### src/logic/isa_pkg.sv
package isa_pkg;

    typedef logic [31:0] word_t;                // data word, address, pc
    typedef logic [4:0]  reg_addr_t;            // register file index

    localparam int        DMEM_WORDS  = 256;    // data memory depth in words
    localparam int        DMEM_ADDR_W = 8;      // width of a word index
    localparam reg_addr_t LINK_REG    = 5'd31;  // link instructions write pc+4 here

    // a is the rs operand, b is rt or the immediate
    typedef enum logic [3:0] {
        alu_add,                                // a + b
        alu_sub,                                // a - b
        alu_and,                                // a & b
        alu_or,                                 // a | b
        alu_xor,                                // a ^ b
        alu_slt,                                // signed a < b gives 1
        alu_sll,                                // a << b[4:0]
        alu_srl,                                // a >> b[4:0], zero fill
        alu_lui,                                // b << 16
        alu_pass_b                              // b unchanged
    } alu_op_t;

endpackage

### src/logic/pipe_pkg.sv
package pipe_pkg;

    // decoded instruction handed over by decode
    typedef struct packed {
        logic                no_op;             // bubble, nothing to do
        isa_pkg::alu_op_t    alu_op;
        isa_pkg::reg_addr_t  rs_addr;
        isa_pkg::reg_addr_t  rt_addr;
        isa_pkg::word_t      rs_val;            // as read from the register file, may be stale
        isa_pkg::word_t      rt_val;
        isa_pkg::word_t      imm;               // already extended to a word
        logic                use_imm;           // imm replaces rt as operand b
        isa_pkg::reg_addr_t  dest;
        logic                reg_write;
        logic                mem_read;
        logic                mem_write;
        logic                link;              // writeback is pc_4 into LINK_REG
        isa_pkg::word_t      pc_4;
    } ex_bundle_t;

    // contents of the ex/mem register
    typedef struct packed {
        logic                no_op;
        isa_pkg::word_t      pc_4;
        logic                reg_write;
        logic                mem_read;
        logic                mem_write;
        logic                link;
        isa_pkg::word_t      alu_result;        // also the memory byte address
        isa_pkg::word_t      store_data;
        isa_pkg::reg_addr_t  dest;
    } mem_bundle_t;

    // register write leaving the pipe
    typedef struct packed {
        logic                valid;
        isa_pkg::reg_addr_t  dest;
        isa_pkg::word_t      data;
    } wb_bundle_t;

    typedef enum logic [1:0] {
        from_input,                             // value carried in the ex bundle
        from_mem_result,                        // writeback value of the mem stage
        from_wb_data                            // data on the wb port
    } forw_sel_t;

    typedef struct packed {
        logic hold;                             // ex/mem keeps its contents
        logic no_op;                            // a bubble enters mem
    } hazard_ctrl_t;

endpackage

### src/logic/ex_mem_reg.sv
`timescale 1ns/1ps

module ex_mem_reg (
    input  logic                   clk,
    input  logic                   rst_n,
    input  pipe_pkg::hazard_ctrl_t ctrl,        // from hazard_unit
    input  pipe_pkg::ex_bundle_t   ex,
    input  isa_pkg::word_t         alu_result,
    input  pipe_pkg::forw_sel_t    store_sel,   // from forwarding_unit, rt select
    input  isa_pkg::word_t         wb_data,     // wb port data
    output pipe_pkg::mem_bundle_t  mem,
    output isa_pkg::word_t         fwd_value    // writeback value of this stage
);

    isa_pkg::word_t store_next;

    assign fwd_value = mem.link ? mem.pc_4 : mem.alu_result;   // link forwards pc+4

    always_comb begin
        case (store_sel)
            pipe_pkg::from_mem_result: store_next = fwd_value;  // result of previous ex
            pipe_pkg::from_wb_data:    store_next = wb_data;
            default:                   store_next = ex.rt_val;
        endcase
    end

    always_ff @(posedge clk or negedge rst_n) begin
        if (!rst_n) begin
            mem       <= '0;
            mem.no_op <= 1'b1;                      // empty stage reads as bubble
        end else if (!ctrl.hold) begin              // hold leaves everything in place
            mem.no_op      <= ctrl.no_op || ex.no_op;
            mem.pc_4       <= ex.pc_4;
            mem.reg_write  <= ex.reg_write;
            mem.mem_read   <= ex.mem_read;
            mem.mem_write  <= ex.mem_write;
            mem.link       <= ex.link;
            mem.alu_result <= alu_result;
            mem.store_data <= store_next;
            mem.dest       <= ex.dest;
        end
    end

endmodule

### config.mk
export PLATFORM = sky130hd
export DESIGN_NAME = ex_mem_reg
export DESIGN_NICKNAME = d
export VERILOG_FILES = /design/src/logic/isa_pkg.sv /design/src/logic/pipe_pkg.sv /design/src/logic/ex_mem_reg.sv
export SDC_FILE = /design/constraint.sdc
export NUM_CORES = 1
export LEC_CHECK = 0
export BUFFER_PORTS_ARGS = -buffer_cell sky130_fd_sc_hd__buf_2
export CAP_MARGIN = 40
export CORE_AREA = 5 5 151 153
export CTS_CLUSTER_SIZE = 16
export DETAILED_ROUTE_END_ITERATION = 10
export DIE_AREA = 0 0 156 158
export PLACE_DENSITY = 0.57
export SYNTH_ARGS = -nofsm -noshare
export SYNTH_HDL_FRONTEND = slang
export SYNTH_SLANG_ARGS = --single-unit
export TNS_END_PERCENT = 100
### constraint.sdc
create_clock -name clk -period 1.5 [get_ports clk]
set_clock_uncertainty 0.05 [all_clocks]
set_input_delay 0.3 -clock clk [delete_from_list [all_inputs] [get_ports clk]]
set_output_delay 0.3 -clock clk [all_outputs]
set_load 0.05 [all_outputs]
# [After elaboration in Yosys (flattened, before gate mapping)]
# Index checks and enable logic that the tools add are counted.
# W data, S select, Z words.
[classes] n_addsub=0 multipliers=0 div_mod_pow=0 magnitude_cmp=0 eq_ne=2 shifts=0 mux=2 bitwise=0 n_reduce_logical=1
[op_table] operator="$pmux W32 S2" count=1
[op_table] operator="$mux W32" count=1
[op_table] operator="$eq A2 B1 Y1 const B" count=1
[op_table] operator="$eq A2 B2 Y1 const B" count=1
[op_table] operator="$logic_or A1 B1 Y1" count=1
[totals] ff_bits=106 latchBits=0 ramBits=0 rom_bits=0 input_bits=223 out_inout_bits=138 word_cells=14 n_memories=0

# [Logic depth before layout (Yosys ltp)]
[logic_depth] word_depth=2 ltp_mapped=7

# [Worst setup path before layout]
# No wires, ideal clock.
[synth_path] kind="register to register" from="register mem[69] (netlist name)" to="register mem[10] (netlist name)" setup_ps=127 t_arrival_ps=1666 required_time_ps=1323 slack_ps=-343 path_stages_with_launch=6 n_path_buf=2 cell_sequence="dfrtp_1 -> buf_6 -> buf_6 -> mux2_4 -> a221oi_2 -> nor3_1"
[synth_via] elab_chain_len=2
[synth_lines] element="start: declaration" line_no="ex_mem_reg.sv:11" source="output pipe_pkg::mem_bundle_t mem,"
[synth_lines] element="$mux W32" line_no="ex_mem_reg.sv:17" source="assign fwd_value = mem.link ? mem.pc_4 : mem.alu_result;"
[synth_lines] element="named net fwd_value[5]" line_no="ex_mem_reg.sv:12" source="output isa_pkg::word_t fwd_value"
[synth_lines] element="$pmux W32 S2" line_no="ex_mem_reg.sv:20" source="case (store_sel)"
# The timed path passes the listed nets, and every way through them passes these cells.
# A chain may end at the register's enable or synchronous reset.

# [Worst setup path in the final report]
[layout_path] from="register mem[69] (netlist name)" to="output port fwd_value[5]"
[layout_via] elab_chain_len=1
[layout_lines] element="$mux W32" line_no="ex_mem_reg.sv:17"
[layout_lines] element="end: declaration" line_no="ex_mem_reg.sv:12"
# No other way between the ends.

==> flow_metrics.tcl <==
set metrics [dict create \
    fmax_ghz 0.543 \
    worstMarginPinSlew_ps 390 \
    start_util 0.245 \
    gp_congestion 0.766 \
    cts-root-buf "clkbuf_16" \
    final_cell_mix "buf_2, dfrtp_1, mux2_2" \
    clk-insertion-delay-late_ps 350 \
    grt_pass1_wl_mm 25.2 \
    grt_overflow 0 \
    core-area_mm2 0.0214 \
    maxCapViolCount 0 \
    fp.dieW_um 156 \
    nNetsFinal 884 \
    fin_crit_ps 1840 \
    outcome "finished with violations" \
    synth_top_area_cell "dfrtp_1" \
    rsz0062_at_grt "true" \
    p_switching_mw 3.91 \
    clk_path_buf_depth 2 \
    wl_per_cell_um 17.6 \
    syn_avg_cell_area_um2 13.9 \
    seq_area_frac_synth 0.505 \
    hold_viol 0 \
    top_usage_layer "met2" \
    mostFrequentLayoutCell "buf_2" \
    critical_path_class "flip-flop to primary output" \
    slew_headroom 0.740 \
    pwr-share-seq 0.356 \
    syn_area_mm2 0.00525 \
    port_buffers 281 \
    cp.required_ps 1150 \
    min_path_type "primary input to flip-flop" \
    grt_use_met2 0.221 \
    pre_cts_ws_ps -279 \
    pwr_density_cell_mw_per_mm2 1250 \
    path_clk_slew_ps 80 \
    ios 361 \
    hold_slack_ps 123 \
    yosys_warnings 0 \
    sw_frac_of_total 0.407 \
    place_inst 927 \
    power_mw 9.59 \
    cts_buffers 9 \
    via_per_inst 4.40 \
    dieArea_mm2 0.0246 \
    grt.met1_usage 0.161 \
    synth_cells 379 \
    grt_max_degree 74 \
    htree_num_levels 3 \
    failed_checks "setup timing" \
    route.detailed.drc 0 \
    largest_reg_flops 106 \
    cts_tree "yes" \
    reg.largest.list "mem: 106 flops" \
    ir_drop_mv 0.560 \
    worst_slack_ps -343 \
    startpoint_type "flip-flop" \
    intPower_mw 5.69 \
    wirelength_mm 16.6 \
    row_count 54 \
    synth_nets 604 \
    ys_seq_elements 106 \
    post-cts-setup-buffers 0 \
    antenna_found_initial 0 \
    maxSlewViolCount 0 \
    firstDrtPassIters 4 \
    crit_path_max_fanout 17 \
    use_met3 0.0467 \
    leakage_nw 3.59 \
    ant_nets 0 \
    dpl.hpwl_mm 12.6 \
    vias 4158 \
    ys_types 19 \
    utilization 0.359 \
    post-route-period-util 1.23 \
    arrival_ps 1490 \
    clock_sinks 106 \
    die_y_um 158 \
    power_frac_comb 0.399 \
    yosysTopAreaCellShare 0.500 \
    finalSetupViolations 33 \
    grt_pass1_vias 4512 \
    clkPwrFrac 0.245 \
    regMostFlops "mem" \
    synth_area_leaders "dfrtp_1, mux2_2, a221oi_2" \
    critPathCaptureType "primary output" \
    antenna_cells 0 \
    grt_usage 0.131 \
    drtIter0Drc 140 \
    syn2layout_area_growth_pct 46.2 \
    drive_gt1_frac 0.693 \
    instances_no_fill 944 \
]
==> through the flow <==
| step | area (um^2) | setup TNS (ps) |
|---|---|---|
| finish | 7680 | -10370 |
| global route | 7680 | -12670 |
| CTS | 7640 | -11320 |
| detailed placement | 7120 | -7560 |
| global placement | 7120 | -7290 |
| floorplan | 5270 | -8350 |
==> routing by layer <==
metal | wire length [um] | vias up
li1 | - | 1952
met1 | 6820 | 2034
met2 | 8200 | 161
met3 | 1450 | 11
met4 | 168 | 0
met5 | 0 | -
==> worst paths after layout <==
check / start / endpoint / slack (ps) / cells after the start
worst min-delay path: alu_result[21] / mem[58] / 120 / 2
worst max register to register: mem[69] / mem[30] / 40 / 4
worst max-delay path: mem[69] / fwd_value[5] / -340 / 3
min in group asynchronous: rst_n / mem[58] / 330 / 2
max in group asynchronous: rst_n / mem[19] / 540 / 3
worst min register to register: mem[105] / mem[105] / 450 / 2
==> critical path: stages, from the launching register on <==
cell	delay [ps]
dfrtp_2	420
buf_12	190
mux2_4	350
buf_6	160
==> cell type report <==
type                       count  area [um^2]
clock buffer                  11          253
timing repair buffer         301         1910
multi-input combinational    239         2460
clock inverter                 5         37.5
sequential                   106         2660
inverter                       2         7.51
tap                          280          350
fill                        2148        13700
==> power by group through the flow <==
stage               clock network (mW)  registers (mW)  logic, mW
detailed placement                   0            3.47       3.64
CTS                               2.47            3.41       3.85
floorplan                            0            4.64       1.42
finish                            2.36            3.41       3.82
global route                      2.59            3.47       4.01
global placement                     0            3.45       3.64
==> cells in the mapped netlist <==
library cell and count:
or2_1 1, nor2b_1 32, buf_2 17, nor3b_1 32
dfstp_2 1, buf_6 4, nor3_1 32, dfrtp_1 105
buf_4 3, mux2_2 76, inv_1 2, nand2_1 1
clkbuf_1 8, mux2_4 29, a221oi_2 31, nor2_1 1
ha_1 2, o21ai_0 1, a221oi_1 1
==> cell families after synthesis <==
| family | Yosys count | synth area share |
|---|---|---|
| fa+ha+maj | 2 | 0.00476 |
| compound gates | 33 | 0.0912 |
| simple gates | 99 | 0.117 |
| buf+inv | 34 | 0.0362 |
| flops | 106 | 0.505 |
| mux | 105 | 0.246 |
==> what timing repair did <==
item                       in CTS  in global routing
setup endpoints to repair      35                 49
pin swaps                       0                  0
hold buffers                    1                  0
hold endpoints to repair       15                  0
gates resized for setup        69                  7
Power figures use the tool's default switching activity.
