[src/logic/isa_pkg.sv]
package isa_pkg;

    typedef logic [31:0] word_t;                // data word, address, pc
    typedef logic [4:0]  reg_addr_t;            // register file index

    localparam int        DMEM_WORDS  = 256;    // data memory depth in words
    localparam int        DMEM_ADDR_W = 8;      // width of a word index
    localparam reg_addr_t LINK_REG    = 5'd31;  // link instructions write pc+4 here

    // a is the rs operand, b is rt or the immediate
    typedef enum logic [3:0] {
        alu_add,                                // a + b
        alu_sub,                                // a - b
        alu_and,                                // a & b
        alu_or,                                 // a | b
        alu_xor,                                // a ^ b
        alu_slt,                                // signed a < b gives 1
        alu_sll,                                // a << b[4:0]
        alu_srl,                                // a >> b[4:0], zero fill
        alu_lui,                                // b << 16
        alu_pass_b                              // b unchanged
    } alu_op_t;

endpackage

[src/logic/pipe_pkg.sv]
package pipe_pkg;

    // decoded instruction handed over by decode
    typedef struct packed {
        logic                no_op;             // bubble, nothing to do
        isa_pkg::alu_op_t    alu_op;
        isa_pkg::reg_addr_t  rs_addr;
        isa_pkg::reg_addr_t  rt_addr;
        isa_pkg::word_t      rs_val;            // as read from the register file, may be stale
        isa_pkg::word_t      rt_val;
        isa_pkg::word_t      imm;               // already extended to a word
        logic                use_imm;           // imm replaces rt as operand b
        isa_pkg::reg_addr_t  dest;
        logic                reg_write;
        logic                mem_read;
        logic                mem_write;
        logic                link;              // writeback is pc_4 into LINK_REG
        isa_pkg::word_t      pc_4;
    } ex_bundle_t;

    // contents of the ex/mem register
    typedef struct packed {
        logic                no_op;
        isa_pkg::word_t      pc_4;
        logic                reg_write;
        logic                mem_read;
        logic                mem_write;
        logic                link;
        isa_pkg::word_t      alu_result;        // also the memory byte address
        isa_pkg::word_t      store_data;
        isa_pkg::reg_addr_t  dest;
    } mem_bundle_t;

    // register write leaving the pipe
    typedef struct packed {
        logic                valid;
        isa_pkg::reg_addr_t  dest;
        isa_pkg::word_t      data;
    } wb_bundle_t;

    typedef enum logic [1:0] {
        from_input,                             // value carried in the ex bundle
        from_mem_result,                        // writeback value of the mem stage
        from_wb_data                            // data on the wb port
    } forw_sel_t;

    typedef struct packed {
        logic hold;                             // ex/mem keeps its contents
        logic no_op;                            // a bubble enters mem
    } hazard_ctrl_t;

endpackage

[src/logic/alu.sv]
`timescale 1ns/1ps

module alu (
    input  pipe_pkg::ex_bundle_t ex,
    input  pipe_pkg::forw_sel_t  rs_sel,
    input  pipe_pkg::forw_sel_t  rt_sel,
    input  isa_pkg::word_t       mem_result,    // writeback value sitting in mem
    input  isa_pkg::word_t       wb_data,       // value on the wb port
    output isa_pkg::word_t       result,
    output isa_pkg::word_t       rt_fwd         // fresh rt, store data
);

    isa_pkg::word_t op_a;
    isa_pkg::word_t op_b;

    always_comb begin
        case (rs_sel)
            pipe_pkg::from_mem_result: op_a = mem_result;
            pipe_pkg::from_wb_data:    op_a = wb_data;
            default:                   op_a = ex.rs_val;
        endcase
        case (rt_sel)
            pipe_pkg::from_mem_result: rt_fwd = mem_result;
            pipe_pkg::from_wb_data:    rt_fwd = wb_data;
            default:                   rt_fwd = ex.rt_val;
        endcase
    end

    assign op_b = ex.use_imm ? ex.imm : rt_fwd;     // i-type uses the immediate

    always_comb begin
        case (ex.alu_op)
            isa_pkg::alu_add:    result = op_a + op_b;
            isa_pkg::alu_sub:    result = op_a - op_b;
            isa_pkg::alu_and:    result = op_a & op_b;
            isa_pkg::alu_or:     result = op_a | op_b;
            isa_pkg::alu_xor:    result = op_a ^ op_b;
            isa_pkg::alu_slt:    result = {31'd0, $signed(op_a) < $signed(op_b)};
            isa_pkg::alu_sll:    result = op_a << op_b[4:0];    // shift amount from b
            isa_pkg::alu_srl:    result = op_a >> op_b[4:0];
            isa_pkg::alu_lui:    result = {op_b[15:0], 16'd0};
            isa_pkg::alu_pass_b: result = op_b;
            default:             result = '0;
        endcase
    end

endmodule

[config.mk]
export PLATFORM = sky130hd
export DESIGN_NAME = alu
export DESIGN_NICKNAME = d
export VERILOG_FILES = /design/src/logic/isa_pkg.sv /design/src/logic/pipe_pkg.sv /design/src/logic/alu.sv
export SDC_FILE = /design/constraint.sdc
export NUM_CORES = 1
export LEC_CHECK = 0
export ABC_AREA = 1
export ABC_CLOCK_PERIOD_IN_PS = 4200
export BUFFER_PORTS_ARGS = -buffer_cell sky130_fd_sc_hd__buf_2
export CORE_ASPECT_RATIO = 1.4
export CORE_MARGIN = 2
export CORE_UTILIZATION = 58
export DETAILED_ROUTE_END_ITERATION = 10
export GPL_TIMING_DRIVEN = 0
export PLACE_DENSITY = 0.85
export SLEW_MARGIN = 20
export SYNTH_ARGS = -nofsm -noshare
export SYNTH_HDL_FRONTEND = slang
export SYNTH_SLANG_ARGS = --single-unit
[constraint.sdc]
create_clock -name vclk -period 4.2
set_input_delay 0.21 -clock vclk [all_inputs]
set_output_delay 0.21 -clock vclk [all_outputs]
set_load 0.01 [all_outputs]
==> metrics.cfg, run 1 <==
[floorplan]
num_io_pins=285
fp.dieW_um=125
rows=62
dieHeight_um=174
start_util_pct=58.7

[global_routing]
overflow=215
grt_pass1_vias=20100
grt_usage_pct=73.7
grt_max_degree=21
grt_pass1_wl_um=126000

[logic_synthesis]
synth_compound_area_share_pct=14.0
syn_nets=2787
yosys.area.top_type=nand2_1
avgSynthCellArea_sq_um=4.86
synth_top_area_share_pct=25.5
ys.warnings.count=0
ys_seq_area_share_pct=0
synthMuxAreaShare_pct=0
synth_area_sq_mm=0.0120
synth_area_leaders=nand2_1 (25%), nand3_1 (21%), ha_1 (11%)
synth_top_family_by_area=simple AND/OR/NAND/NOR gates
synth_common_cells=nand2_1 (813), nand3_1 (508), inv_1 (315)
synthSimpleGateAreaFrac_pct=58.9
synthAdderAreaFrac_pct=10.9
synth.most_common_cell=nand2_1
synthCells=2463
yosys.area_share.xor_xnor_pct=0.146
synth_cell_type_count=49

[run_status]
haltStage=global routing
status=stopped before the end
tool.error=[ERROR GRT-0116] Global routing finished with congestion. Check the congestion regions in the DRC Viewer.

[placement]
placed_cell_area_sq_mm=0.0135
hpwlAfterDp_um=56200
place_congestion=1.46
io_buffers=232

==> per-stage QoR <==
step | TNS [ns] | std cells | setup WS (ns)
floorplan | 0 | 2463 | 1.02
global placement | -4.47 | 2951 | -0.446
detailed placement | -4.58 | 2951 | -0.504
CTS | -0.0707 | 2946 | -0.0652
==> per-layer routing <==
layer	overflow	GRT usage, %
met4	82	73.1
met5	0	14.5
met2	132	90.7
met3	1	58.1
met1	0	74.2
==> cells by family after synthesis <==
logic type      Yosys count
buf+inv                 455
xor+xnor                  2
compound gates          289
fa+ha+maj               103
simple gates           1614
==> timing repair <==
action / CTS
buffers inserted: 0
endpoints found under the setup margin: 26
pin swaps: 1
gates cloned: 0
hold buffers: 0
gates resized for setup: 27
==> run 2, diff against run 1 <==
--- a/config.mk
+++ b/config.mk
@@ -8,12 +8,11 @@
 export ABC_AREA = 1
 export ABC_CLOCK_PERIOD_IN_PS = 4200
 export BUFFER_PORTS_ARGS = -buffer_cell sky130_fd_sc_hd__buf_2
-export CORE_ASPECT_RATIO = 1.4
 export CORE_MARGIN = 2
-export CORE_UTILIZATION = 58
+export CORE_UTILIZATION = 40
 export DETAILED_ROUTE_END_ITERATION = 10
 export GPL_TIMING_DRIVEN = 0
-export PLACE_DENSITY = 0.85
+export PLACE_DENSITY_LB_ADDON = 0.15
 export SLEW_MARGIN = 20
 export SYNTH_ARGS = -nofsm -noshare
 export SYNTH_HDL_FRONTEND = slang
==> metrics.cfg, run 2 <==
[worst_setup_path]
path_buf_inv=7
slowest_delay_ns=0.66
end_kind=output pin
worst_ep_required_time_ns=3.99
critical_path_class=in -> out
crit_arrival_ns=4.06
cp_max_fo=10
crit_path_start_kind=input port
cp_slowest_cell=o21ai_1
worstPathCellList=buf_2 -> inv_1 -> ha_2 -> inv_2 -> clkbuf_4 -> o21ai_1 -> inv_1 -> ha_4 -> nand2_1 -> nor2_1 -> nand2_1 -> nor3_1 -> nand2_1 -> nand3_1 -> nand2_1 -> nand3_1 -> nand2_1 -> inv_1 -> nand4_1 -> buf_2
crit_family=simple AND/OR/NAND/NOR gates
path_common_cell=nand2_1

[floorplan]
coreArea_sq_mm=0.0296
fp.dieW_um=177
dieHeight_um=177
start_util_pct=40.5
rows=63
num_io_pins=285
dieArea_sq_mm=0.0314

[logic_synthesis]
ys_seq_area_share_pct=0
synth_cell_type_count=49
syn_nets=2787
synthCells=2463
synth_area_sq_mm=0.0120
synth_common_cells=nand2_1 (813), nand3_1 (508), inv_1 (315)
synth_area_leaders=nand2_1 (25%), nand3_1 (21%), ha_1 (11%)
synth.most_common_cell=nand2_1
yosys.area.top_type=nand2_1
ys.warnings.count=0
synth_top_area_share_pct=25.5
avgSynthCellArea_sq_um=4.86

[final_layout]
layout.nets=3030
post-route-util_pct=49.2
nClkBuffers=0
ff_latch_area_sq_um=0
final_cells=3095
layout_common_cells=nand2_1 (797), nand3_1 (499), inv_1 (305)
final_common_cell=nand2_1
final_area_sq_mm=0.0145
drive_above_1_share_pct=19.7
area_delta_synth_final_pct=21.4
nFlopsAndLatches=0

[power_and_ir_drop]
power_density_mw_per_mm2=276
power_leakage_nw=7.92
ir_drop_mv=0.150
total_power_w=0.00402

[drt]
wirelength_um=79500
via_count=19200
drtIter0Drc=3210
drc_errors=0
drt-pass1-iter-count=8
via_per_inst=6.20
postRouteAntennaNets=0
detail_route.wl_per_cell_um=25.7

[timing]
min_period_ns=4.27
finalHoldViolCount=0
worst_slew_pin_slew_ns=0.994
period_share_pct=102
drv_slew=0
finalSetupViolations=4
worst_slack_ns=-0.0706
slew_headroom_pct=33.7
max_freq_mhz=234
rsz0062_at_grt=yes

[global_routing]
grt_max_degree=21
grt_pass1_wl_um=112000
overflow=0
antenna_found_initial=1
grt_usage_pct=48.6
grt_pass1_vias=17600

[cts]
cts_hold_buf=0

[placement]
place_inst=3085
place_congestion=1.16
placed_cell_area_sq_mm=0.0136
pre_cts_ws_ns=-0.780
io_buffers=232
hpwlAfterDp_um=65500

[worst_hold_path]
hp-class=in -> out
worstHoldStart=ex[81]
holdPathStages=4
min_to=rt_fwd[7]

[run]
max_cap_violations=0

[run_status]
status=complete, but fails checks
violations=setup timing

[run 2: area by class of cell]
cell class | instances | area [sq um]
well taps | 390 | 488
inverters | 331 | 1270
fillers | 3444 | 15000
plain buffers | 114 | 732
multi-input cells | 2008 | 10700
diodes | 1 | 2.50
repair buffers | 251 | 1320
[run 2: cells by family (layout without fill, tap and decap cells)]
logic type,Yosys count,after routing,synth area share [%]
AOI/OAI and AO/OA,289,289,14.0
xor gates and xnor gates,2,2,0.146
adders and majority gates,103,103,10.9
buffers and inverters,455,696,16.1
other,0,1,0
and+or+nand+nor,1614,1614,58.9
[run 2: power breakdown]
part | total, W | switching, W | internal, W | leakage (nW)
Clock | 0.0000000000443 | 0 | 0.0000000000443 | 0.00000369
Combinational | 0.00402 | 0.00287 | 0.00116 | 7.92
Sequential | 0 | 0 | 0 | 0
[run 2: how the worst max path moves through the flow]
stage / cells past startpoint / from / end
4_1_cts: 26 / rt_sel[0] / result[31]
3_5_place_dp: 23 / rt_sel[0] / result[21]
2_1_floorplan: 24 / rt_sel[0] / result[20]
6_report: 20 / rs_sel[0] / result[23]
3_3_place_gp: 23 / rt_sel[0] / result[21]
5_1_grt: 25 / rt_sel[0] / result[23]
[run 2: what timing repair did]
action                                  4_1_cts  5_1_grt
hold endpoints to repair                      0        0
gates resized for setup                      72      151
endpoints found under the setup margin       29       25
pin swaps                                     2       14
buffers inserted                              5       14
[run 2: metal layers]
layer | up-vias | part of all wire, % | global-route usage, %
met5 | - | 0 | 0.160
met4 | 0 | 10 | 40.5
met3 | 451 | 12 | 11.9
met2 | 1544 | 42 | 76.7
met1 | 8667 | 35 | 55.2
li1 | 8533 | - | -
[run 2: through the flow]
stage | setup TNS [ns] | hold slack (ns)
6_report | -0.101 | 0.727
4_1_cts | -0.00963 | 0.730
3_3_place_gp | -12.08 | 0.726
5_1_grt | -0.435 | 0.750
2_1_floorplan | 0 | 0.524
3_5_place_dp | -12.88 | 0.730
[run 2: worst min-delay path, cell delays in order]
cell and delay, ns:
buf_2 0.09, o21ai_2 0.05, inv_1 0.04, buf_2 0.13
(Power assumes the default switching activity.)
==> run 3, diff against run 2 <==
--- a/config.mk
+++ b/config.mk
@@ -8,6 +8,7 @@
 export ABC_AREA = 1
 export ABC_CLOCK_PERIOD_IN_PS = 4200
 export BUFFER_PORTS_ARGS = -buffer_cell sky130_fd_sc_hd__buf_2
+export CORE_ASPECT_RATIO = 1.2
 export CORE_MARGIN = 2
 export CORE_UTILIZATION = 40
 export DETAILED_ROUTE_END_ITERATION = 10
==> metrics.cfg, run 3 (synthesis gave the netlist of run 2 again) <==
[run_status]
status=complete, but fails checks
violations=setup timing

[timing]
min_period_ns=4.20
slew_headroom_pct=39.3
drv_slew=0
period_share_pct=100
finalSetupViolations=1
max_freq_mhz=238
worst_slack_ns=-0.00189
rsz0062_at_grt=yes
tns_ns=-0.00189
finalHoldViolCount=0
worst_slew_pin_slew_ns=0.911

[worst_setup_path]
end_kind=output pin
slowest_delay_ns=0.26
path_common_cell=nand2_1
cp_max_fo=10
worst_ep_required_time_ns=3.99
critical_path_class=in -> out
cp_slowest_cell=ha_1
crit_arrival_ns=3.99
crit_path_start_kind=input port

[drt]
postRouteAntennaNets=0
drtIter0Drc=2600
via_count=19200
drc_errors=0
drt-pass1-iter-count=9
wirelength_um=78000
detail_route.wl_per_cell_um=25.2
via_per_inst=6.21

[final_layout]
ff_latch_area_sq_um=0
drive_above_1_share_pct=18.9
fillers=3417
final_cells=3092
final_common_cell=nand2_1
nFlopsAndLatches=0
nClkBuffers=0
area_delta_synth_final_pct=19.6
layout.nets=3026
layout_common_cells=nand2_1 (800), nand3_1 (501), inv_1 (307)

[placement]
io_buffers=232
place_congestion=1.13
place_inst=3085
hpwlAfterDp_um=64800

[cts]
cts_hold_buf=0

[global_routing]
grt_pass1_wl_um=112000
grt_pass1_vias=17800
grt_max_degree=21
grt_usage_pct=47.5
overflow=0
antenna_found_initial=3

[floorplan]
fp.dieW_um=162
dieArea_sq_mm=0.0314
rows=69
num_io_pins=285
start_util_pct=40.6
dieHeight_um=194
coreArea_sq_mm=0.0295

[power_and_ir_drop]
p_sw_share_pct=71.5
switchingPower_w=0.00280
power_density_mw_per_mm2=273
power_frac_comb_pct=100.0
power.internal_w=0.00112
clockPowerShare_pct=0
seqPwrFrac_pct=0
power_leakage_nw=7.86
ir_drop_mv=0.137

[worst_hold_path]
hp-class=in -> out

[run]
max_cap_violations=0

==> run 3: cell count changes in the layout (fill, tap and decap cells not counted), moves of 4 or more <==
| cell | before | now |
|---|---|---|
| buf_4 | 32 | 25 |
| ha_1 | 88 | 92 |
| o21ai_2 | 29 | 35 |
| o21ai_4 | 17 | 10 |
==> run 3: metal layers <==
layer / track usage (%) / vias to the layer above / wire length, um
met3: 9.93 / 400 / 8960
met4: 36.8 / 0 / 7920
li1: - / 8525 / -
met5: 0 / - / 0
met1: 54.8 / 8808 / 27000
met2: 76.2 / 1469 / 34100
==> run 3: worst paths after layout <==
kind	from	endpoint	slack [ns]	depth (start not counted)
max	rt_sel[0]	result[31]	-0.002	30
min	ex[99]	rt_fwd[25]	0.73	4
==> run 3: area by class of cell <==
type                       count  area [sq um]  share of cell area (%)
timing repair buffer         246          1280                    8.93
tap                          390           488                    3.41
inverter                     331          1250                    8.71
multi-input combinational   2008         10600                    74.0
antenna                        2          5.00                  0.0349
buffer                       115           701                    4.89
==> run 3: through the flow <==
| step | utilization (%) | cell area (sq um) | total power [W] | hold slack, ns | setup WS, ns |
|---|---|---|---|---|---|
| after floorplan | - | 12000 | 0.00219 | 0.524 | 1.02 |
| after detailed placement | 46.2 | 13600 | 0.00347 | 0.734 | -0.559 |
| final | 48.5 | 14300 | 0.00392 | 0.735 | -0.00189 |
| after global routing | 48.5 | 14300 | 0.00414 | 0.748 | -0.0524 |
| after CTS | 46.9 | 13900 | 0.00356 | 0.734 | 0.0128 |
| after global placement | 46.2 | 13600 | 0.00345 | 0.733 | -0.560 |
==> run 3: power groups by stage <==
stage	sequential, W	combinational [W]	clock (W)
after global placement	0	0.00345	0
after CTS	0	0.00356	0
after detailed placement	0	0.00347	0
after floorplan	0	0.00219	0
after global routing	0	0.00414	0.0000000000637
final	0	0.00392	0.0000000000638
==> run 3: worst max-delay path, delay by kind of cell <==
family                     cells  cell delay (ns)
buffers and inverters         11             1.44
AOI/OAI and AO/OA              1             0.08
and+or+nand+nor               16             1.76
adders and majority gates      2             0.47
==> run 3: repair_timing <==
item / in CTS / in global routing
resized for setup: 66 / 109
pin swaps: 3 / 7
endpoints found under the setup margin: 26 / 25
buffers inserted: 6 / 8
