==> config.mk <==
export PLATFORM = sky130hd
export DESIGN_NAME = forwarding_unit
export DESIGN_NICKNAME = d
export VERILOG_FILES = /design/src/logic/isa_pkg.sv /design/src/logic/pipe_pkg.sv /design/src/logic/forwarding_unit.sv
export SDC_FILE = /design/constraint.sdc
export NUM_CORES = 1
export LEC_CHECK = 0
export ABC_AREA = 1
export BUFFER_PORTS_ARGS = -buffer_cell sky130_fd_sc_hd__buf_4
export CELL_PAD_IN_SITES_DETAIL_PLACEMENT = 0
export CELL_PAD_IN_SITES_GLOBAL_PLACEMENT = 1
export CORE_AREA = 2 2 117 119
export DETAILED_ROUTE_END_ITERATION = 10
export DIE_AREA = 0 0 119 121
export PLACE_DENSITY = 0.93
export SYNTH_ARGS = -nofsm -noshare
export SYNTH_HDL_FRONTEND = slang
export SYNTH_SLANG_ARGS = --single-unit
==> constraint.sdc <==
create_clock -name vclk -period 1.06
set_input_delay 0.159 -clock vclk [all_inputs]
set_output_delay 0.159 -clock vclk [all_outputs]
set_load 0.05 [all_outputs]
==> src/logic/isa_pkg.sv <==
package isa_pkg;

    typedef logic [31:0] word_t;                // data word, address, pc
    typedef logic [4:0]  reg_addr_t;            // register file index

    localparam int        DMEM_WORDS  = 256;    // data memory depth in words
    localparam int        DMEM_ADDR_W = 8;      // width of a word index
    localparam reg_addr_t LINK_REG    = 5'd31;  // link instructions write pc+4 here

    // a is the rs operand, b is rt or the immediate
    typedef enum logic [3:0] {
        alu_add,                                // a + b
        alu_sub,                                // a - b
        alu_and,                                // a & b
        alu_or,                                 // a | b
        alu_xor,                                // a ^ b
        alu_slt,                                // signed a < b gives 1
        alu_sll,                                // a << b[4:0]
        alu_srl,                                // a >> b[4:0], zero fill
        alu_lui,                                // b << 16
        alu_pass_b                              // b unchanged
    } alu_op_t;

endpackage

==> src/logic/pipe_pkg.sv <==
package pipe_pkg;

    // decoded instruction handed over by decode
    typedef struct packed {
        logic                no_op;             // bubble, nothing to do
        isa_pkg::alu_op_t    alu_op;
        isa_pkg::reg_addr_t  rs_addr;
        isa_pkg::reg_addr_t  rt_addr;
        isa_pkg::word_t      rs_val;            // as read from the register file, may be stale
        isa_pkg::word_t      rt_val;
        isa_pkg::word_t      imm;               // already extended to a word
        logic                use_imm;           // imm replaces rt as operand b
        isa_pkg::reg_addr_t  dest;
        logic                reg_write;
        logic                mem_read;
        logic                mem_write;
        logic                link;              // writeback is pc_4 into LINK_REG
        isa_pkg::word_t      pc_4;
    } ex_bundle_t;

    // contents of the ex/mem register
    typedef struct packed {
        logic                no_op;
        isa_pkg::word_t      pc_4;
        logic                reg_write;
        logic                mem_read;
        logic                mem_write;
        logic                link;
        isa_pkg::word_t      alu_result;        // also the memory byte address
        isa_pkg::word_t      store_data;
        isa_pkg::reg_addr_t  dest;
    } mem_bundle_t;

    // register write leaving the pipe
    typedef struct packed {
        logic                valid;
        isa_pkg::reg_addr_t  dest;
        isa_pkg::word_t      data;
    } wb_bundle_t;

    typedef enum logic [1:0] {
        from_input,                             // value carried in the ex bundle
        from_mem_result,                        // writeback value of the mem stage
        from_wb_data                            // data on the wb port
    } forw_sel_t;

    typedef struct packed {
        logic hold;                             // ex/mem keeps its contents
        logic no_op;                            // a bubble enters mem
    } hazard_ctrl_t;

endpackage

==> src/logic/forwarding_unit.sv <==
`timescale 1ns/1ps

module forwarding_unit (
    input  pipe_pkg::ex_bundle_t  ex,
    input  pipe_pkg::mem_bundle_t mem,
    input  pipe_pkg::wb_bundle_t  wb,
    output pipe_pkg::forw_sel_t   rs_sel,
    output pipe_pkg::forw_sel_t   rt_sel
);

    isa_pkg::reg_addr_t mem_dest;               // register mem will really write
    logic               mem_writes;
    logic               wb_writes;

    assign mem_dest   = mem.link ? isa_pkg::LINK_REG : mem.dest;
    assign mem_writes = mem.reg_write && !mem.no_op && (mem_dest != '0);
    assign wb_writes  = wb.valid && (wb.dest != '0);    // r0 never forwards

    // youngest producer wins, so mem before wb
    function automatic pipe_pkg::forw_sel_t pick(input isa_pkg::reg_addr_t src);
        pipe_pkg::forw_sel_t sel;
        sel = pipe_pkg::from_input;
        if (mem_writes && (mem_dest == src))
            sel = pipe_pkg::from_mem_result;
        else if (wb_writes && (wb.dest == src))
            sel = pipe_pkg::from_wb_data;
        return sel;
    endfunction

    always_comb begin
        rs_sel = pick(ex.rs_addr);
        rt_sel = pick(ex.rt_addr);          // also used for store data
    end

endmodule

* After elaboration in Yosys (flattened, before gate mapping)
Index checks and enable logic that the tools add are counted.
** Storage, ports and cells
- Output and inout port bits :: 4
- Word-level logic and storage cells :: 19
- Flip-flop bits (word level) :: 0
- Input bits :: 297
** Cells by class
- Muxes and demuxes :: 5
- Equal/unequal tests :: 4
- Reduce and logical (&&, ||, !) cells :: 10
** Operators by type and width (number)
- == test 5 bit :: 4
- nonzero test 5 bit :: 2
- 2-to-1 mux 2 bit :: 4
- logical AND 1 bit :: 7
- 2-to-1 mux 5 bit :: 1
- zero test 1 bit :: 1

* Depth between registers and ports, before layout
Gate-level depths: netlist of the first run.
- Depth in word-level cells :: 5
- Mapped depth :: 8
- Gate-level depth less buffers :: 7

* Least setup slack after synthesis of the first run
OpenSTA, ideal clock, no wires.
- Path type :: input-to-output
- Start point :: in mem[69] in the netlist's numbering
- End point :: out rs_sel[1]
- Setup slack :: -0.519 ns
- Stages :: 7
- Buffers on the path :: 1
- Arrival :: 1.420 ns
- Required time :: 0.901 ns
- Path through :: buf_6 > nor2_1 > nand2_1 > nand2_1 > nand3_1 > nor2_2 > nor2_1
** Between the ends
- Cells in the longest elaborated chain, start to end :: 5
- Elaborated cells on any way between the ends :: 6
- Classes of those cells :: eq/ne: 1; mux: 2; reduce/logical: 3
** Ends and longest elaborated chain
- start: declaration :: line forwarding_unit.sv:5 : input pipe_pkg::mem_bundle_t mem,
- 2-to-1 mux 5 bit (*) :: line forwarding_unit.sv:15 : assign mem_dest = mem.link ? isa_pkg::LINK_REG : mem.dest;
- nonzero test 5 bit :: line forwarding_unit.sv:16 : assign mem_writes = mem.reg_write && !mem.no_op && (mem_dest != '0);
- logical AND 1 bit :: line forwarding_unit.sv:16
- logical AND 1 bit (*) :: line forwarding_unit.sv:23 : if (mem_writes && (mem_dest == src))
- 2-to-1 mux 2 bit (*) :: line forwarding_unit.sv:23
- end: declaration :: line forwarding_unit.sv:7 : output pipe_pkg::forw_sel_t rs_sel,
Every way passes the cells marked *; elsewhere a longest branch is shown, timed or not.

* Final worst setup path of the first run
- Start point :: in ex[145] in the netlist's numbering
- End point :: out rs_sel[1]
** Between the ends
- Cells in the longest elaborated chain, start to end :: 4
- Elaborated cells on any way between the ends :: 6
- Classes of those cells :: eq/ne: 2; mux: 2; reduce/logical: 2
** Ends and longest elaborated chain
- start: declaration :: line forwarding_unit.sv:4 : input pipe_pkg::ex_bundle_t ex,
- == test 5 bit :: line forwarding_unit.sv:25 : else if (wb_writes && (wb.dest == src))
- logical AND 1 bit :: line forwarding_unit.sv:25
- 2-to-1 mux 2 bit :: line forwarding_unit.sv:25
- 2-to-1 mux 2 bit (*) :: line forwarding_unit.sv:23
Marks and branches as above.

==> results.txt, run 1 <==
The number of max-slew violations in the final report came out at 0. The final reports fail on setup timing. The die width came out at 119 um. The required time of the worst setup path came out at 0.90 ns. The most common cell in the netlist is nand2_1. The critical path is of the in -> out type. Traced cell by cell, the critical path runs through buf_4 -> xnor2_2 -> nand3_1 -> nor2_1 -> nand2_1 -> nor2_4 -> buf_8. The row count is 42. The initial DRC count came out at 12. The count of input and output buffers came out at 28. The maximum clock rate came out at 0.8565 GHz. The layout sequential cell count is 0. The number of antenna violations at the first check in global routing came out at 0. The post-route core utilization came out at 0.07937.

The number of primary I/O pins is 301. The height of the chip is 121 um. The leakage power of the design came out at 0.4618 nW. The ratio of final minimum period to clock period is 1.101. The worst path setup slack after routing came out at -0.1075 ns. Setup violations remaining at the end of the flow were counted as 4. Once layout is done, the placed cells without fillers occupy 1039 um2. The sequential cell area is 0 um2. The first-pass iteration count of the detailed router is 4. The number of nets with antenna violations after routing came out at 0.

The number of failing hold endpoints at the final stage came out at 0. The power density normalized to cell area is 289.4 nW/um2. The number of different library cells used by synthesis comes to 12.

The portion of the post-synthesis area used by sequential elements came out at 0. The worst max-slew margin expressed relative to the limit came out at 0.9152. Signal routing reaches up to met3.

For this run, design rule violations remaining after detail routing come to 0. The cell count after synthesis came out at 102. The largest stage delay on the critical path came out at 0.15 ns. The critical-path maximum fanout is 3. During synthesis, Yosys emitted a total of 0 warnings. Ranked by instance count, the synthesized netlist is headed by 40 x nand2_1, 22 x nor2_1, 18 x inv_1, 5 x nand3_1, 4 x nor2_2. The cell area after placement came out at 903.4 um2. The wire length of the first global-routing pass is 3519 um.

The total wire length is 2255 um. The mean area per synthesized cell came out at 4.330 um2. In this run the worst setup path terminates at rs_sel[1]. In this run the post-CTS setup repair buffer count came out at 0. The tightest min-delay check is of the in -> out type.

The final RePlAce weighted congestion came out at 0.7444. The post-DP HPWL is 1956 um. The pin count of the biggest net entering global routing came out at 6. The full die area is 14,400 um2.

The run finished, with violations left. Together, buffers and inverters on the worst path number 2. The number of nets produced by synthesis came out at 399. Setup repair after global routing could not meet its margin everywhere. By area the synthesized netlist is led by nand2_1 34%, nor2_1 19%, inv_1 15%, xnor2_1 5.9%, nand3_1 5.7%. The synthesized netlist occupies a cell area of 441.7 um2. For this configuration, the core starts out at a cell density of 0.03375. The most critical setup path has its startpoint at ex[145]. The share of layout cells above drive strength 1 came out at 0.3923.

The count of antenna diodes in the layout is 0. The wire length on met2 is 971 um. The global route total overflow came out at 0.

The slowest stage of the critical path belongs to the cell buf_8. The routed length per instance came out at 7.369 um. The overall power consumption came out at 0.3005 mW. Wire segments on met3 add up to 60 um in the final route. For the worst setup path, the data arrival time is 1.01 ns.

The number of filler cells placed in the layout is 1,560. STA classifies the critical path startpoint as a primary input. The minimum clock period after layout is 1.168 ns.

The largest total area in the synthesized netlist belongs to nand2_1. The number of clock buffers in the layout is 0. The length of routed wiring on met1 came out at 1222 um. The instance count on the critical path came out at 7.

The area overhead of the layout relative to synthesis came out at 135.1%. The count of vias placed by the detailed router is 645. The number of max-cap violations is 0. The aggregate global-route resource usage came out at 0.03165. The worst hold slack after final layout came out at 0.8191 ns. Grouping stages by cell kind, the critical path spends the most delay in simple AND/OR/NAND/NOR gates. The worst setup path is captured at an output port. The share of the synthesized area in the top cell type is 0.3399. After floorplanning, the core was sized to cover 13,090 um2. The net count of the finished layout is 429. The vias per cell is 2.108. For the pin with the worst max-slew slack, the measured transition is 0.1263 ns. Before CTS, the worst setup slack after placement is -0.1959 ns. The via count of the first global-routing pass was 662. IR analysis of the VDD net gives a maximum drop of 0.1273 mV.
[timing repair]
action                     4_1_cts  5_1_grt
setup endpoints to repair        4        4
gates resized for setup         22        6
hold buffers                     0        0
gates cloned                     1        0
pin swaps                       16       18
[kinds of logic after synthesis]
family / after synthesis / synth area share
compound gates: 4 / 0.04530
xor+xnor: 5 / 0.09917
buf+inv: 20 / 0.1869
simple gates: 73 / 0.6685
[report_power, final]
group	switching (mW)	total, mW	internal [mW]
Clock	0	0	0
Sequential	0	0	0
Combinational	0.149	0.301	0.152
Total	0.149	0.301	0.152
[routing by layer]
| metal | global-route usage | vias to the layer above |
|---|---|---|
| met1 | 0.05001 | 264 |
| met2 | 0.05029 | 23 |
| met5 | 0 | - |
| met4 | 0 | 0 |
| li1 | - | 358 |
| met3 | 0.0009398 | 0 |
[area by class of cell]
class	instances	area, um2	share of cell area
inverters	19	73.82	0.07108
multi-input cells	82	456.7	0.4398
repair buffers	29	287.8	0.2771
well taps	176	220.2	0.2120
[how the worst min path moves through the flow]
stage / from / to / slack [ns] / cells past startpoint
floorplan: wb[37] / rs_sel[1] / 0.59 / 4
global placement: mem[105] / rt_sel[0] / 0.85 / 7
detailed placement: mem[105] / rs_sel[0] / 0.85 / 7
CTS: mem[105] / rs_sel[0] / 0.82 / 7
global route: mem[105] / rt_sel[0] / 0.84 / 7
finish: mem[105] / rs_sel[0] / 0.82 / 7
[through the flow]
step / setup TNS [ns] / std cells
final: -0.3612 / 306
after global routing: -0.6143 / 306
after CTS: -0.3296 / 306
after detailed placement: -0.7375 / 305
after global placement: -0.7152 / 305
after floorplan: -0.4287 / 102
[placed cells by master, fill, tap and decap left out, types with 2 or more instances in the layout]
master / n
o21ai_2: 4
inv_1: 18
nand3_1: 3
buf_4: 20
xnor2_2: 2
nor2_4: 7
nand4_1: 2
nand3_2: 2
nand2_1: 39
nor2_2: 5
buf_6: 4
xor2_1: 2
buf_8: 3
nor2_1: 14
(Power assumes the default switching activity.)
==> inputs of run 2 (changes only) <==
Settings changed: REMOVE_ABC_BUFFERS set to 1.
==> results.txt, run 2 (synthesis gave the netlist of run 1 again) <==
The initial DRC count came out at 22 (was 12). The via count of the first global-routing pass came out at 695 (was 662). The routed length per instance is 7.239 um (was 7.369 um). The post-DP HPWL came out at 1827 um (was 1956 um). The total wire length is 2215 um (was 2255 um). The die width is 119 um (unchanged). The pin count of the biggest net entering global routing is 6 (unchanged). The cell depth of the worst min-delay path was 7 (unchanged).

The minimum clock period after layout came out at 1.178 ns (was 1.168 ns). The count of antenna diodes in the layout was 0 (unchanged). The final RePlAce weighted congestion is 0.8222 (was 0.7444). The post-route core utilization was 0.07812 (was 0.07937). The number of nets with antenna violations after routing is 0 (unchanged). The vias per cell is 2.225 (was 2.108).

The area overhead of the layout relative to synthesis is 131.4% (was 135.1%). The nature of the critical path startpoint was a primary input (unchanged). The ratio of final minimum period to clock period was 1.111 (was 1.101). Violated checks: setup timing (unchanged). The number of max-slew violations in the final report came out at 0 (unchanged). The number of failing hold endpoints at the final stage is 0 (unchanged). The largest stage delay on the critical path is 0.19 ns (was 0.15 ns). The required time of the worst setup path came to 0.90 ns (about the same).

The maximum clock rate is 0.8491 GHz (was 0.8565 GHz). The number of primary I/O pins came to 301 (unchanged). The overall power consumption came out at 0.3027 mW (was 0.3005 mW).

The global route total overflow is 0 (unchanged). The worst path setup slack after routing is -0.1178 ns (was -0.1075 ns). The sequential cell area came out at 0 um2 (unchanged). The category of the worst setup path capture point was an output port (unchanged). RSZ-0062 raised after global routing: yes (unchanged). The most common cell after layout, fill and taps aside is nand2_1 (unchanged).

The net total in the final layout came out at 429 (unchanged). The leakage power of the design is 0.4558 nW (was 0.4618 nW). The full die area was 14,400 um2 (unchanged). The first-pass iteration count of the detailed router came out at 4 (unchanged).

The sum of negative setup slack came out at -0.3495 ns (was -0.3612 ns). The layout sequential cell count was 0 (unchanged). The count of endpoints failing setup in the final report came out at 4 (unchanged). The maximum resistive drop on vdd came out at 0.1453 mV (was 0.1273 mV). The post-route DRC violation count was 0 (unchanged). Highest-count cells in the layout ignoring fill and taps: 37 x nand2_1, 20 x buf_4, 17 x inv_1, 12 x nor2_1, 9 x nor2_2 (was 39 x nand2_1, 20 x buf_4, 18 x inv_1, 14 x nor2_1, 7 x nor2_4). The number of clock buffers in the layout came out at 0 (unchanged). The count of vias placed by the detailed router was 681 (was 645).

The cell area after placement is 860.8 um2 (was 903.4 um2). The data arrival time at the worst-slack endpoint came out at 1.02 ns (was 1.01 ns). The aggregate global-route resource usage came out at 0.03035 (was 0.03165). The number of setup buffers added after CTS came out at 0 (unchanged). The height of the chip is 121 um (unchanged).

The number of max-cap violations is 0 (unchanged). The type of the worst setup path is in -> out (unchanged). The number of filler cells placed in the layout is 1,545 (was 1,560). The highest-delay cell along the critical path is nor2_2 (was buf_8).

The wire length of the first global-routing pass came out at 3484 um (was 3519 um). The starting utilization of the core area came to 0.03375 (unchanged). The endpoint of the worst hold-timing path is rt_sel[0] (was rs_sel[0]).

The count of input and output buffers came out at 28 (unchanged). The number of antenna violations at the first check in global routing is 0 (unchanged). The start point of the worst min-delay path is mem[105] (unchanged). The share of layout cells above drive strength 1 came out at 0.4154 (was 0.3923). The worst max-slew margin expressed relative to the limit came to 0.8798 (was 0.9152). The kind of path behind the tightest hold check is in -> out (unchanged). The setup slack after placement is -0.1751 ns (was -0.1959 ns). The critical-path maximum fanout was 3 (unchanged).

The summed area of non-filler cells in the final layout came out at 1022 um2 (was 1039 um2). The power density normalized to cell area came out at 296.1 nW/um2 (was 289.4 nW/um2). The row count came out at 42 (unchanged). Cell breakdown of the critical path: buf_8 -> nor2_4 -> nor2_1 -> nor2_1 -> nand3_1 -> nor2_2 -> nor2_2 -> buf_6 (was buf_4 -> xnor2_2 -> nand3_1 -> nor2_1 -> nand2_1 -> nor2_4 -> buf_8). The floorplan core area came to 13,090 um2 (unchanged). Result of the run: complete, but fails checks (unchanged). The slew at the pin closest to its max-slew limit is 0.1797 ns (was 0.1263 ns).
## run 2: metrics by stage
| step | hold WS (ns) | cells |
|---|---|---|
| 2_1_floorplan | 0.5979 | 101 |
| 6_report | 0.7963 | 306 |
| 5_1_grt | 0.8307 | 306 |
| 4_1_cts | 0.7929 | 306 |
| 3_3_place_gp | 0.8332 | 305 |
| 3_5_place_dp | 0.8159 | 305 |
## run 2: worst max path at each step
stage | from | end | cells after the start
2_1_floorplan | mem[1] | rs_sel[1] | 6
3_3_place_gp | mem[69] | rs_sel[1] | 8
3_5_place_dp | mem[69] | rt_sel[1] | 8
4_1_cts | mem[4] | rs_sel[1] | 8
5_1_grt | mem[3] | rt_sel[1] | 8
6_report | mem[3] | rt_sel[1] | 8
## run 2: what timing repair did
action | CTS | global route
pin swaps | 5 | 15
cloned | 1 | 0
hold buffers | 0 | 0
resized for setup | 18 | 23
endpoints found under the setup margin | 4 | 4
## run 2: report_power, final
part	switching [mW]	internal [mW]	leakage [nW]
Clock	0	0	0
Combinational	0.152	0.151	0.456
Sequential	0	0	0
Total	0.152	0.151	0.456
## run 2: area by class of cell
| type | count | area (um2) | area share |
|---|---|---|---|
| timing repair buffer | 29 | 280.3 | 0.2742 |
| inverter | 19 | 73.82 | 0.07222 |
| multi-input combinational | 82 | 447.9 | 0.4382 |
| tap | 176 | 220.2 | 0.2154 |
## run 2: metal layers
metal / share of wire / vias to the layer above / track usage
li1: - / 358 / -
met1: 0.49 / 290 / 0.04432
met2: 0.45 / 30 / 0.05244
met3: 0.051 / 3 / 0.0004699
met4: 0.0095 / 0 / 0.001488
met5: 0 / - / 0
## run 2: worst max-delay path, delay by kind of cell
kind	cells	cell delay, ns
buffers and inverters	2	0.25
and+or+nand+nor	6	0.60
